File: src/source/smpc_defines.svh
`ifndef SMPC_DEFINES_SVH
`define SMPC_DEFINES_SVH

// Wait counts, all in CE cycles
`define SMPC_WAIT_COMMAND 90
`define SMPC_WAIT_POWER 120
`define SMPC_WAIT_CD 159
`define SMPC_WAIT_NMI 127
`define SMPC_WAIT_INTBACK 800

// RTC prescaler default and reset year
`define SMPC_TICKS_PER_SEC 4000000
`define SMPC_RTC_YEAR_INIT 16'h2024

// Last OREG, holds the echoed command
`define SMPC_OREG_LAST 31

`endif

File: src/source/smpc_bus_pkg.sv
package smpc_bus_pkg;

	typedef logic [5:0] bus_addr_t;
	typedef logic [7:0] bus_data_t;
	typedef logic [4:0] oreg_addr_t;

	// Odd byte addresses, {A, 1'b1}
	typedef enum logic [6:0] {
		REG_IREG0  = 7'h01,
		REG_IREG1  = 7'h03,
		REG_IREG2  = 7'h05,
		REG_IREG3  = 7'h07,
		REG_IREG4  = 7'h09,
		REG_IREG5  = 7'h0B,
		REG_IREG6  = 7'h0D,
		REG_COMREG = 7'h1F,
		REG_SR     = 7'h61,
		REG_SF     = 7'h63
	} reg_addr_e;

endpackage

File: src/source/smpc_cmd_pkg.sv
package smpc_cmd_pkg;

	typedef enum logic [7:0] {
		CMD_MSHON   = 8'h00,
		CMD_SSHON   = 8'h02,
		CMD_SSHOFF  = 8'h03,
		CMD_SNDON   = 8'h06,
		CMD_SNDOFF  = 8'h07,
		CMD_CDON    = 8'h08,
		CMD_CDOFF   = 8'h09,
		CMD_INTBACK = 8'h10,
		CMD_NMIREQ  = 8'h18,
		CMD_RESENAB = 8'h19,
		CMD_RESDISA = 8'h1A
	} cmd_code_e;

	typedef enum logic [2:0] {
		ST_IDLE,
		ST_WAIT,
		ST_COMMAND,
		ST_EXEC,
		ST_END
	} seq_state_e;

	typedef logic [15:0] wait_cnt_t;

	typedef logic [7:0]  bcd_byte_t;   // Two BCD digits
	typedef logic [15:0] bcd_year_t;   // Four BCD digits
	typedef logic [3:0]  nibble_t;

endpackage

File: src/source/smpc_if.sv
// Command hand-off, host registers to sequencer
interface smpc_cmd_if;
	import smpc_bus_pkg::*;
	import smpc_cmd_pkg::*;

	logic      cmd_req;
	cmd_code_e comreg;
	bus_data_t ireg0;
	bus_data_t ireg1;
	bus_data_t ireg2;
	logic      cmd_ack;
	logic      cmd_done;       // One-cycle strobe, clears SF
	logic      intback_done;   // One-cycle strobe, sets SR

	modport host (
		output cmd_req, comreg, ireg0, ireg1, ireg2,
		input  cmd_ack, cmd_done, intback_done
	);

	modport seq (
		input  cmd_req, comreg, ireg0, ireg1, ireg2,
		output cmd_ack, cmd_done, intback_done
	);
endinterface

interface smpc_rtc_if;
	import smpc_cmd_pkg::*;

	bcd_byte_t sec;
	bcd_byte_t min;
	bcd_byte_t hour;
	bcd_byte_t days;
	bcd_byte_t weekday_month;
	bcd_year_t year;

	modport clock (output sec, min, hour, days, weekday_month, year);
	modport seq (input sec, min, hour, days, weekday_month, year);
endinterface

File: src/source/smpc_cmd_seq.sv
`include "smpc_defines.svh"

module smpc_cmd_seq (
	input  logic                  CLK,
	input  logic                  RST_N,
	input  logic                  ce,
	input  smpc_cmd_pkg::nibble_t ac,
	smpc_cmd_if.seq               cmd,
	smpc_rtc_if.seq               rtc,
	output logic [4:0]            oreg_wa,
	output logic [7:0]            oreg_wd,
	output logic                  oreg_we,
	output logic                  mshres_n,
	output logic                  mshnmi_n,
	output logic                  sshres_n,
	output logic                  sshnmi_n,
	output logic                  sndres_n,
	output logic                  cdres_n,
	output logic                  mirq_n
);
	import smpc_cmd_pkg::*;

	seq_state_e state;
	seq_state_e next_state;   // Where WAIT goes on expiry
	wait_cnt_t  wait_cnt;
	cmd_code_e  code;
	logic       intback_ok;
	logic [4:0] oreg_cnt;
	logic       resd;
	logic [7:0] intback_byte;

	// Status-mode INTBACK result bytes
	always_comb begin
		case (oreg_cnt)
			5'd0:  intback_byte = {1'b0, resd, 6'b000000};
			5'd1:  intback_byte = rtc.year[15:8];
			5'd2:  intback_byte = rtc.year[7:0];
			5'd3:  intback_byte = rtc.weekday_month;
			5'd4:  intback_byte = rtc.days;
			5'd5:  intback_byte = rtc.hour;
			5'd6:  intback_byte = rtc.min;
			5'd7:  intback_byte = rtc.sec;
			5'd9:  intback_byte = {4'b0000, ac};
			5'd10: intback_byte = {2'b00, 2'b11, ~mshnmi_n, 1'b1, 1'b0, ~sndres_n};
			5'd11: intback_byte = {1'b0, ~cdres_n, 6'b000000};
			5'(`SMPC_OREG_LAST): intback_byte = code;
			default: intback_byte = 8'h00;
		endcase
	end

	always_ff @(posedge CLK or negedge RST_N) begin
		if (!RST_N) begin
			state            <= ST_IDLE;
			next_state       <= ST_IDLE;
			wait_cnt         <= '0;
			code             <= CMD_MSHON;
			intback_ok       <= 1'b0;
			oreg_cnt         <= '0;
			oreg_wa          <= '0;
			oreg_wd          <= '0;
			oreg_we          <= 1'b0;
			cmd.cmd_ack      <= 1'b0;
			cmd.cmd_done     <= 1'b0;
			cmd.intback_done <= 1'b0;
			mshres_n         <= 1'b0;
			mshnmi_n         <= 1'b0;
			sshres_n         <= 1'b0;
			sshnmi_n         <= 1'b0;
			sndres_n         <= 1'b0;
			cdres_n          <= 1'b0;
			mirq_n           <= 1'b1;
			resd             <= 1'b1;
		end else begin
			cmd.cmd_done     <= 1'b0;
			cmd.intback_done <= 1'b0;
			oreg_we          <= 1'b0;
			mirq_n           <= 1'b1;

			if (cmd.cmd_ack && !cmd.cmd_req)
				cmd.cmd_ack <= 1'b0;   // Phase 4

			if (ce) begin
				case (state)
					ST_IDLE: begin
						if (cmd.cmd_req && !cmd.cmd_ack) begin
							cmd.cmd_ack <= 1'b1;
							code        <= cmd.comreg;
							intback_ok  <= (cmd.ireg2 == 8'hF0) && cmd.ireg0[0];
							wait_cnt    <= wait_cnt_t'(`SMPC_WAIT_COMMAND);
							next_state  <= ST_COMMAND;
							state       <= ST_WAIT;
						end
					end

					ST_WAIT: begin
						if (wait_cnt == '0)
							state <= next_state;
						else
							wait_cnt <= wait_cnt - 16'd1;
					end

					ST_COMMAND: begin
						next_state <= ST_EXEC;
						state      <= ST_WAIT;
						oreg_cnt   <= '0;
						case (code)
							CMD_MSHON, CMD_SSHON, CMD_SSHOFF, CMD_SNDON, CMD_SNDOFF:
								wait_cnt <= wait_cnt_t'(`SMPC_WAIT_POWER);
							CMD_CDON, CMD_CDOFF:
								wait_cnt <= wait_cnt_t'(`SMPC_WAIT_CD);
							CMD_NMIREQ, CMD_RESENAB, CMD_RESDISA:
								wait_cnt <= wait_cnt_t'(`SMPC_WAIT_NMI);
							CMD_INTBACK: begin
								if (intback_ok)
									wait_cnt <= wait_cnt_t'(`SMPC_WAIT_INTBACK);
								else
									state <= ST_END;   // Nothing written
							end
							default: state <= ST_EXEC;
						endcase
					end

					ST_EXEC: begin
						oreg_we <= 1'b1;
						oreg_wa <= 5'(`SMPC_OREG_LAST);
						oreg_wd <= code;
						state   <= ST_END;
						case (code)
							CMD_MSHON: begin
								mshres_n <= 1'b1;
								mshnmi_n <= 1'b1;
							end
							CMD_SSHON: begin
								sshres_n <= 1'b1;
								sshnmi_n <= 1'b1;
							end
							CMD_SSHOFF: begin
								sshres_n <= 1'b0;
								sshnmi_n <= 1'b1;
							end
							CMD_SNDON:   sndres_n <= 1'b1;
							CMD_SNDOFF:  sndres_n <= 1'b0;
							CMD_CDON:    cdres_n <= 1'b1;
							CMD_CDOFF:   cdres_n <= 1'b0;
							CMD_NMIREQ:  mshnmi_n <= 1'b0;
							CMD_RESENAB: resd <= 1'b0;
							CMD_RESDISA: resd <= 1'b1;
							CMD_INTBACK: begin
								// One OREG per CE cycle
								oreg_wa  <= oreg_cnt;
								oreg_wd  <= intback_byte;
								oreg_cnt <= oreg_cnt + 5'd1;
								state    <= ST_EXEC;
								if (oreg_cnt == 5'(`SMPC_OREG_LAST)) begin
									cmd.intback_done <= 1'b1;
									mirq_n           <= 1'b0;
									state            <= ST_END;
								end
							end
							default: ;
						endcase
					end

					ST_END: begin
						if (code == CMD_NMIREQ)
							mshnmi_n <= 1'b1;   // Release NMI
						cmd.cmd_done <= 1'b1;
						state        <= ST_IDLE;
					end

					default: state <= ST_IDLE;
				endcase
			end
		end
	end

	a_ack_needs_req: assert property (@(posedge CLK) disable iff (!RST_N)
		$rose(cmd.cmd_ack) |-> cmd.cmd_req)
		else $error("cmd_ack rose without a pending cmd_req");

	a_oreg_we_exec: assert property (@(posedge CLK) disable iff (!RST_N)
		oreg_we |-> $past(state) == ST_EXEC)
		else $error("OREG write issued outside EXEC");

endmodule

File: src/source/smpc_host_regs.sv
module smpc_host_regs (
	input  logic                     CLK,
	input  logic                     RST_N,
	input  smpc_bus_pkg::bus_addr_t  a,
	input  smpc_bus_pkg::bus_data_t  di,
	input  logic                     cs_n,
	input  logic                     rw_n,
	output smpc_bus_pkg::bus_data_t  rdata,
	output smpc_bus_pkg::oreg_addr_t oreg_ra,
	input  smpc_bus_pkg::bus_data_t  oreg_rd,
	smpc_cmd_if.host                 cmd
);
	import smpc_bus_pkg::*;
	import smpc_cmd_pkg::*;

	bus_data_t  ireg [7];
	bus_data_t  sr;
	logic       sf;
	logic       rw_n_old;
	logic       cs_n_old;
	logic       wr_stb;
	logic       rd_stb;
	logic [6:0] byte_addr;

	assign byte_addr = {a, 1'b1};
	assign wr_stb = !rw_n && rw_n_old && !cs_n;   // RW_N falling, chip selected
	assign rd_stb = !cs_n && cs_n_old && rw_n;    // CS_N falling on a read

	// OREG0 sits at byte 21
	assign oreg_ra = oreg_addr_t'(a - 6'h10);

	assign cmd.ireg0 = ireg[0];
	assign cmd.ireg1 = ireg[1];
	assign cmd.ireg2 = ireg[2];

	always_ff @(posedge CLK or negedge RST_N) begin
		if (!RST_N) begin
			rw_n_old    <= 1'b1;
			cs_n_old    <= 1'b1;
			ireg        <= '{default: '0};
			sr          <= '0;
			sf          <= 1'b0;
			cmd.cmd_req <= 1'b0;
			cmd.comreg  <= CMD_MSHON;
			rdata       <= '0;
		end else begin
			rw_n_old <= rw_n;
			cs_n_old <= cs_n;

			if (cmd.cmd_req && cmd.cmd_ack)
				cmd.cmd_req <= 1'b0;   // Phase 3
			if (cmd.cmd_done)
				sf <= 1'b0;
			if (cmd.intback_done)
				sr <= 8'h4F;

			if (wr_stb) begin
				case (byte_addr)
					REG_IREG0: ireg[0] <= di;
					REG_IREG1: ireg[1] <= di;
					REG_IREG2: ireg[2] <= di;
					REG_IREG3: ireg[3] <= di;
					REG_IREG4: ireg[4] <= di;
					REG_IREG5: ireg[5] <= di;
					REG_IREG6: ireg[6] <= di;
					REG_COMREG: begin
						// Dropped while a hand-off is still open
						if (!cmd.cmd_req && !cmd.cmd_ack) begin
							cmd.comreg  <= cmd_code_e'(di);
							cmd.cmd_req <= 1'b1;
						end
					end
					REG_SF: if (di[0]) sf <= 1'b1;
					default: ;
				endcase
			end

			if (rd_stb) begin
				if (byte_addr >= 7'h21 && byte_addr <= 7'h5F) begin
					rdata <= oreg_rd;
				end else begin
					case (byte_addr)
						REG_SR:  rdata <= sr;
						REG_SF:  rdata <= {7'b0000000, sf};
						default: rdata <= '0;
					endcase
				end
			end
		end
	end

	a_comreg_stable: assert property (@(posedge CLK) disable iff (!RST_N)
		cmd.cmd_req |=> $stable(cmd.comreg))
		else $error("comreg changed during an open command request");

endmodule

File: src/source/smpc_oreg_ram.sv
module smpc_oreg_ram (
	input  logic                     CLK,
	input  smpc_bus_pkg::oreg_addr_t wa,
	input  smpc_bus_pkg::bus_data_t  wd,
	input  logic                     we,
	input  smpc_bus_pkg::oreg_addr_t ra,
	output smpc_bus_pkg::bus_data_t  rd
);
	import smpc_bus_pkg::*;

	bus_data_t mem [32];

	always_ff @(posedge CLK) begin
		if (we)
			mem[wa] <= wd;
	end

	assign rd = mem[ra];   // Async read port for the host

	a_we_addr_known: assert property (@(posedge CLK) we |-> !$isunknown(wa))
		else $error("OREG write with unknown address");

endmodule

File: src/source/smpc_rtc.sv
`include "smpc_defines.svh"

module smpc_rtc #(
	parameter int TICKS_PER_SEC = `SMPC_TICKS_PER_SEC
) (
	input  logic      CLK,
	input  logic      RST_N,
	input  logic      ce,
	smpc_rtc_if.clock rtc
);
	import smpc_cmd_pkg::*;

	localparam int PRE_W = $clog2(TICKS_PER_SEC + 1);

	logic [PRE_W-1:0] pre_cnt;
	logic             sec_tick;
	logic             min_tick;
	logic             hour_tick;
	logic             day_tick;
	logic             month_tick;
	logic             year_tick;
	bcd_byte_t        sec;
	bcd_byte_t        min;
	bcd_byte_t        hour;
	bcd_byte_t        days;
	nibble_t          weekday;
	nibble_t          month;    // Binary 1 to 12
	bcd_year_t        year;
	bcd_byte_t        month_len;

	function automatic bcd_byte_t bcd_next(bcd_byte_t v, bcd_byte_t last, bcd_byte_t first);
		if (v == last)
			return first;
		if (v[3:0] == 4'd9)
			return {v[7:4] + 4'd1, 4'd0};
		return v + 8'd1;
	endfunction

	function automatic bcd_year_t year_next(bcd_year_t y);
		bcd_year_t r;
		logic      carry;
		r = y;
		carry = 1'b1;
		for (int i = 0; i < 4; i++) begin
			if (carry) begin
				if (r[i*4 +: 4] == 4'd9) begin
					r[i*4 +: 4] = 4'd0;
				end else begin
					r[i*4 +: 4] = r[i*4 +: 4] + 4'd1;
					carry = 1'b0;
				end
			end
		end
		return r;
	endfunction

	// February fixed at 28
	always_comb begin
		case (month)
			4'd2:                      month_len = 8'h28;
			4'd4, 4'd6, 4'd9, 4'd11:   month_len = 8'h30;
			default:                   month_len = 8'h31;
		endcase
	end

	always_ff @(posedge CLK or negedge RST_N) begin
		if (!RST_N) begin
			pre_cnt    <= '0;
			sec_tick   <= 1'b0;
			min_tick   <= 1'b0;
			hour_tick  <= 1'b0;
			day_tick   <= 1'b0;
			month_tick <= 1'b0;
			year_tick  <= 1'b0;
			sec        <= 8'h00;
			min        <= 8'h00;
			hour       <= 8'h00;
			days       <= 8'h01;
			weekday    <= 4'd0;
			month      <= 4'd1;
			year       <= `SMPC_RTC_YEAR_INIT;
		end else if (ce) begin
			sec_tick   <= 1'b0;
			min_tick   <= 1'b0;
			hour_tick  <= 1'b0;
			day_tick   <= 1'b0;
			month_tick <= 1'b0;
			year_tick  <= 1'b0;

			if (pre_cnt == PRE_W'(TICKS_PER_SEC - 1)) begin
				pre_cnt  <= '0;
				sec_tick <= 1'b1;
			end else begin
				pre_cnt <= pre_cnt + PRE_W'(1);
			end

			// One carry stage per CE cycle
			if (sec_tick) begin
				sec      <= bcd_next(sec, 8'h59, 8'h00);
				min_tick <= (sec == 8'h59);
			end
			if (min_tick) begin
				min       <= bcd_next(min, 8'h59, 8'h00);
				hour_tick <= (min == 8'h59);
			end
			if (hour_tick) begin
				hour     <= bcd_next(hour, 8'h23, 8'h00);
				day_tick <= (hour == 8'h23);
			end
			if (day_tick) begin
				days       <= bcd_next(days, month_len, 8'h01);
				weekday    <= (weekday == 4'd6) ? 4'd0 : weekday + 4'd1;
				month_tick <= (days == month_len);
			end
			if (month_tick) begin
				month     <= (month == 4'd12) ? 4'd1 : month + 4'd1;
				year_tick <= (month == 4'd12);
			end
			if (year_tick)
				year <= year_next(year);
		end
	end

	assign rtc.sec           = sec;
	assign rtc.min           = min;
	assign rtc.hour          = hour;
	assign rtc.days          = days;
	assign rtc.weekday_month = {weekday, month};
	assign rtc.year          = year;

endmodule

File: src/source/smpc_top.sv
`include "smpc_defines.svh"

module smpc_top #(
	parameter int TICKS_PER_SEC = `SMPC_TICKS_PER_SEC
) (
	input  logic                    CLK,
	input  logic                    RST_N,
	input  logic                    CE,
	input  smpc_cmd_pkg::nibble_t   AC,
	input  smpc_bus_pkg::bus_addr_t A,
	input  smpc_bus_pkg::bus_data_t DI,
	output smpc_bus_pkg::bus_data_t DO,
	input  logic                    CS_N,
	input  logic                    RW_N,
	output logic                    MSHRES_N,
	output logic                    MSHNMI_N,
	output logic                    SSHRES_N,
	output logic                    SSHNMI_N,
	output logic                    SNDRES_N,
	output logic                    CDRES_N,
	output logic                    MIRQ_N
);
	import smpc_bus_pkg::*;

	oreg_addr_t oreg_wa;
	bus_data_t  oreg_wd;
	logic       oreg_we;
	oreg_addr_t oreg_ra;
	bus_data_t  oreg_rd;

	smpc_cmd_if cmd_bus ();
	smpc_rtc_if rtc_bus ();

	smpc_host_regs u_host_regs (
		.CLK     (CLK),
		.RST_N   (RST_N),
		.a       (A),
		.di      (DI),
		.cs_n    (CS_N),
		.rw_n    (RW_N),
		.rdata   (DO),
		.oreg_ra (oreg_ra),
		.oreg_rd (oreg_rd),
		.cmd     (cmd_bus)
	);

	smpc_cmd_seq u_cmd_seq (
		.CLK      (CLK),
		.RST_N    (RST_N),
		.ce       (CE),
		.ac       (AC),
		.cmd      (cmd_bus),
		.rtc      (rtc_bus),
		.oreg_wa  (oreg_wa),
		.oreg_wd  (oreg_wd),
		.oreg_we  (oreg_we),
		.mshres_n (MSHRES_N),
		.mshnmi_n (MSHNMI_N),
		.sshres_n (SSHRES_N),
		.sshnmi_n (SSHNMI_N),
		.sndres_n (SNDRES_N),
		.cdres_n  (CDRES_N),
		.mirq_n   (MIRQ_N)
	);

	smpc_rtc #(
		.TICKS_PER_SEC (TICKS_PER_SEC)
	) u_rtc (
		.CLK   (CLK),
		.RST_N (RST_N),
		.ce    (CE),
		.rtc   (rtc_bus)
	);

	smpc_oreg_ram u_oreg_ram (
		.CLK (CLK),
		.wa  (oreg_wa),
		.wd  (oreg_wd),
		.we  (oreg_we),
		.ra  (oreg_ra),
		.rd  (oreg_rd)
	);

endmodule

File: config.mk
export PLATFORM = sky130hd
export DESIGN_NAME = smpc_top
export DESIGN_NICKNAME = d
export VERILOG_FILES = /design/src/source/smpc_bus_pkg.sv /design/src/source/smpc_cmd_pkg.sv /design/src/source/smpc_if.sv /design/src/source/smpc_cmd_seq.sv /design/src/source/smpc_host_regs.sv /design/src/source/smpc_oreg_ram.sv /design/src/source/smpc_rtc.sv /design/src/source/smpc_top.sv
export VERILOG_INCLUDE_DIRS = /design/src /design/src/source
export SDC_FILE = /design/constraint.sdc
export NUM_CORES = 1
export LEC_CHECK = 0
export BUFFER_PORTS_ARGS = -buffer_cell sky130_fd_sc_hd__buf_2
export CELL_PAD_IN_SITES_DETAIL_PLACEMENT = 1
export CELL_PAD_IN_SITES_GLOBAL_PLACEMENT = 1
export CORE_AREA = 5 5 237 170
export CTS_BUF_LIST = sky130_fd_sc_hd__clkbuf_8 sky130_fd_sc_hd__clkbuf_16
export CTS_CLUSTER_SIZE = 8
export DETAILED_ROUTE_END_ITERATION = 7
export DIE_AREA = 0 0 242 175
export GPL_TIMING_DRIVEN = 0
export HOLD_SLACK_MARGIN = 0.06
export PLACE_DENSITY = 0.85
export SETUP_SLACK_MARGIN = 0.4
export SYNTH_ARGS = -nofsm -noshare
export SYNTH_HDL_FRONTEND = slang
export SYNTH_SLANG_ARGS = --single-unit
File: constraint.sdc
create_clock -name CLK -period 2.9 [get_ports CLK]
set_clock_uncertainty 0.1 [all_clocks]
set_input_delay 0 -clock CLK [delete_from_list [all_inputs] [get_ports CLK]]
set_output_delay 0 -clock CLK [all_outputs]
set_load 0.005 [all_outputs]
==> impl_results.md <==
* Status: completed
* Commonest non-fill, non-tap cell in the layout: edfxtp_1
* Initial Utilization at 50.9%
* Drt first pass iters at 7
* Fillers at 3728
* Number of synthesized flops with an enable pin at about 260
* Die X at around 240 µm
* Share of cells above drive strength 1 at 17.2%
* Uppermost layer routed: met4
* RR Endpoint: u_oreg_ram.mem[12][1]
* Clk_lat worst skew at 600 ps
* Initial antenna violation count at 1
* P_leak at 8.53 nW
* Period utilisation layout at between 80% and 90%
* Vias at 14100
* CP peak stage delay at 820 ps
* Crit start category: register
* Syn_nets at 1513
* Yosys reg bits at 430
* Asr flop ratio synth at 40.5%
* Worst hold path startpoint: AC[2]
* Area share of the largest cell type after synthesis at 39.9%
* Clock-pin slew on the worst setup and hold paths at 50 ps
* CTS buffer count at 59
* Reg2reg setup slack at 350 ps
* Final setup violation count at 0
* CTS max path bufs at 3
* Met3 routed WL at 6.41 mm
* Slew Limit Fails at 0
* Cell taking the most area after synthesis: edfxtp_1
* Worst reg2reg startpoint: u_cmd_seq.oreg_wa[0]
* Fmax at 391 MHz
* Final hold violation count at 0
* Clk sinks at 430
* Ys Warns at 0
* Critical Path End Type: register
* Routed length on met2 at about 28 mm
* First-pass GRT wire length at 93.2 mm
* Leading post-synthesis cells by cell area: edfxtp_1, dfrtp_1, mux4_2, o21ai_0, mux2i_1
* WL met1 at 24.4 mm
* Hold Crit Depth at 7
* Grt ovf at 0
* Util after Layout at 58.7%
* DRC at 0
* DIE AREA at 42400 µm²
* Most frequent cells in the layout: edfxtp_1, dfrtp_1, nand2_1, nor2_1, inv_1
* Sequential share of the synthesized area at 62.6%
* Tightest Pin Transition at 1400 ps
* Final WL at 61.3 mm
* Area growth, synth to finish at 15.4%
* Syn Std Cell Area at 19300 µm²
* Root Buffer: clkbuf_16
* Slew headroom at 6.80%
* Largest net degree at the start of global routing at 93
* Pre-CTS setup slack at 49.2 ps
* Reg2Reg Depth at 3
* Worst Slack Setup Final at 346 ps
* Total GRT Usage at 28.4%
* Fin nets at between 1500 and 2000
* CP Cell Sequence: or3b_2 > clkbuf_1 > nor2_1
* Period minus WS final at 2550 ps
* Power per Cell Area at about 740 nW/µm²
* Setup CP Type: register to register
* Vias in the first global route at 14800
* H-tree depth at 2
* Syn Inst Count at between 1000 and 1500
* Initial drt markers at 1822
* Io pins at 38
* CP Max Fanout at 8
* Avg WL per Cell at slightly below 30 µm
* Cell family with most CP delay: simple AND/OR/NAND/NOR gates
* Synthesized area per cell at around 13 µm²
* RSZ-0062 raised after global routing: true
* CP arrival at 2650 ps
* Worst hold path class: input pin to register
* MaxCap Viol Count at 0
* Height of the die at about 180 µm
* Worst Hold Path EP: u_cmd_seq.oreg_wd[2]
* Main synth FF type: edfxtp_1
* Antenna-violating nets left at 0
* CP max-delay cell: nor2_1
* Post-DP HPWL at roughly 40 mm
* Setup tns final at 0 ps
* PortBufs at 33
* Number of vias per cell at 6.63
* WP buf/inv at 1
* Routability congestion estimate at about 0.95
* Max IR drop VDD at roughly 520 µV
* CTS tree: done
* Netlist cell types at slightly below 80
* Critical Path RT at 2990 ps
* Core area at roughly 38000 µm²
* # rows at 60
## worst register-to-register path: cells and delay by family, from the launching register on
kind / cells / cell delay [ps]
buffers and inverters: 1 / 320
DFF: 1 / 430
and+or+nand+nor: 2 / 1300
## worst max-delay path by stage
stage	cells past startpoint	end	startpoint	slack [ps]
after global routing	3	u_oreg_ram.mem[16][2]	u_cmd_seq.oreg_wa[4]	280
after detailed placement	7	u_cmd_seq.oreg_cnt[2]	u_cmd_seq.code[0]	50
after CTS	3	u_oreg_ram.mem[12][1]	u_cmd_seq.oreg_wa[0]	370
final	3	u_oreg_ram.mem[12][1]	u_cmd_seq.oreg_wa[0]	350
after global placement	1	u_rtc.pre_cnt[8]	RST_N	-1160
after floorplan	8	u_rtc.rtc.days[4]	u_rtc.month[0]	730
## synth_stat cells (15+ instances only)
| master | number |
|---|---|
| mux2i_1 | 44 |
| o31ai_1 | 15 |
| dfrtp_1 | 165 |
| nand2_1 | 102 |
| nor3_1 | 27 |
| nand4_1 | 24 |
| nor2_1 | 104 |
| buf_2 | 15 |
| mux2_2 | 32 |
| a22oi_1 | 17 |
| clkbuf_1 | 42 |
| inv_1 | 46 |
| nor2b_1 | 16 |
| a21oi_1 | 55 |
| a31oi_1 | 25 |
| xnor2_1 | 23 |
| and3_1 | 16 |
| nand3_1 | 52 |
| edfxtp_1 | 256 |
| o21ai_0 | 89 |
| mux4_2 | 49 |
| ha_1 | 29 |
## cell type report
cell class / count / area (µm²) / area share, %
clock buffers: 60 / 1490 / 6.71
inverters: 47 / 180 / 0.811
multi-input cells: 916 / 6940 / 31.2
repair buffers: 58 / 435 / 1.96
diodes: 1 / 2.50 / 0.0113
clock inverters: 45 / 190 / 0.856
well taps: 496 / 621 / 2.79
plain buffers: 68 / 309 / 1.39
flip-flops and latches: 430 / 12100 / 54.2
## cells by family after synthesis
family | count (synthesis) | synth area share [%]
AOI/OAI and AO/OA | 300 | 10.0
xor gates and xnor gates | 36 | 1.64
adders and majority gates | 29 | 1.88
buffers and inverters | 115 | 2.42
DFF | 430 | 62.6
muxes | 125 | 9.89
and+or+nand+nor | 426 | 11.6
## state kept, by name, indices dropped and copies added, names as in the netlist, 4 cells and up
register	count
u_oreg_ram.mem	256
u_rtc.pre_cnt	22
u_cmd_seq.wait_cnt	16
u_rtc.rtc.year	16
u_cmd_seq.code	8
u_cmd_seq.oreg_wd	8
u_host_regs.cmd.comreg	8
u_host_regs.cmd.ireg2	8
u_host_regs.rdata	8
u_rtc.rtc.days	8
u_rtc.rtc.hour	8
u_rtc.rtc.min	8
u_rtc.rtc.sec	8
u_cmd_seq.oreg_cnt	5
u_cmd_seq.oreg_wa	5
u_rtc.month	4
u_rtc.weekday	4
## per-layer routing
metal / global-route usage, % / vias to the layer above
met1: 38.2 / 7195
met3: 8.18 / 182
li1: - / 5824
met5: 0 / -
met4: 9.86 / 0
met2: 44.8 / 871
## power by group
part	internal, mW	total [mW]	switching (mW)
sequential	7.30	8.20	0.901
combinational	0.662	1.97	1.31
clock	3.65	6.33	2.67
## repair_timing
action | in CTS | in global routing
pin swaps | 4 | 7
gates resized for setup | 28 | 44
gates cloned | 0 | 0
buffers inserted | 2 | 1
endpoints found under the hold margin | 219 | 0
setup endpoints to repair | 105 | 111
hold buffers | 21 | 0
## per-stage QoR
| stage | total power [mW] | instance area [µm²] | std cells | hold WS (ps) |
|---|---|---|---|---|
| global route | 17.0 | 22200 | 2121 | 126 |
| CTS | 16.3 | 22100 | 2119 | 65.9 |
| global placement | 9.72 | 20000 | 1990 | 59.1 |
| floorplan | 8.93 | 19300 | 1461 | -396 |
| finish | 16.5 | 22200 | 2121 | 79.3 |
| detailed placement | 9.96 | 20100 | 1991 | -41.7 |
Power figures use the tool's default switching activity.
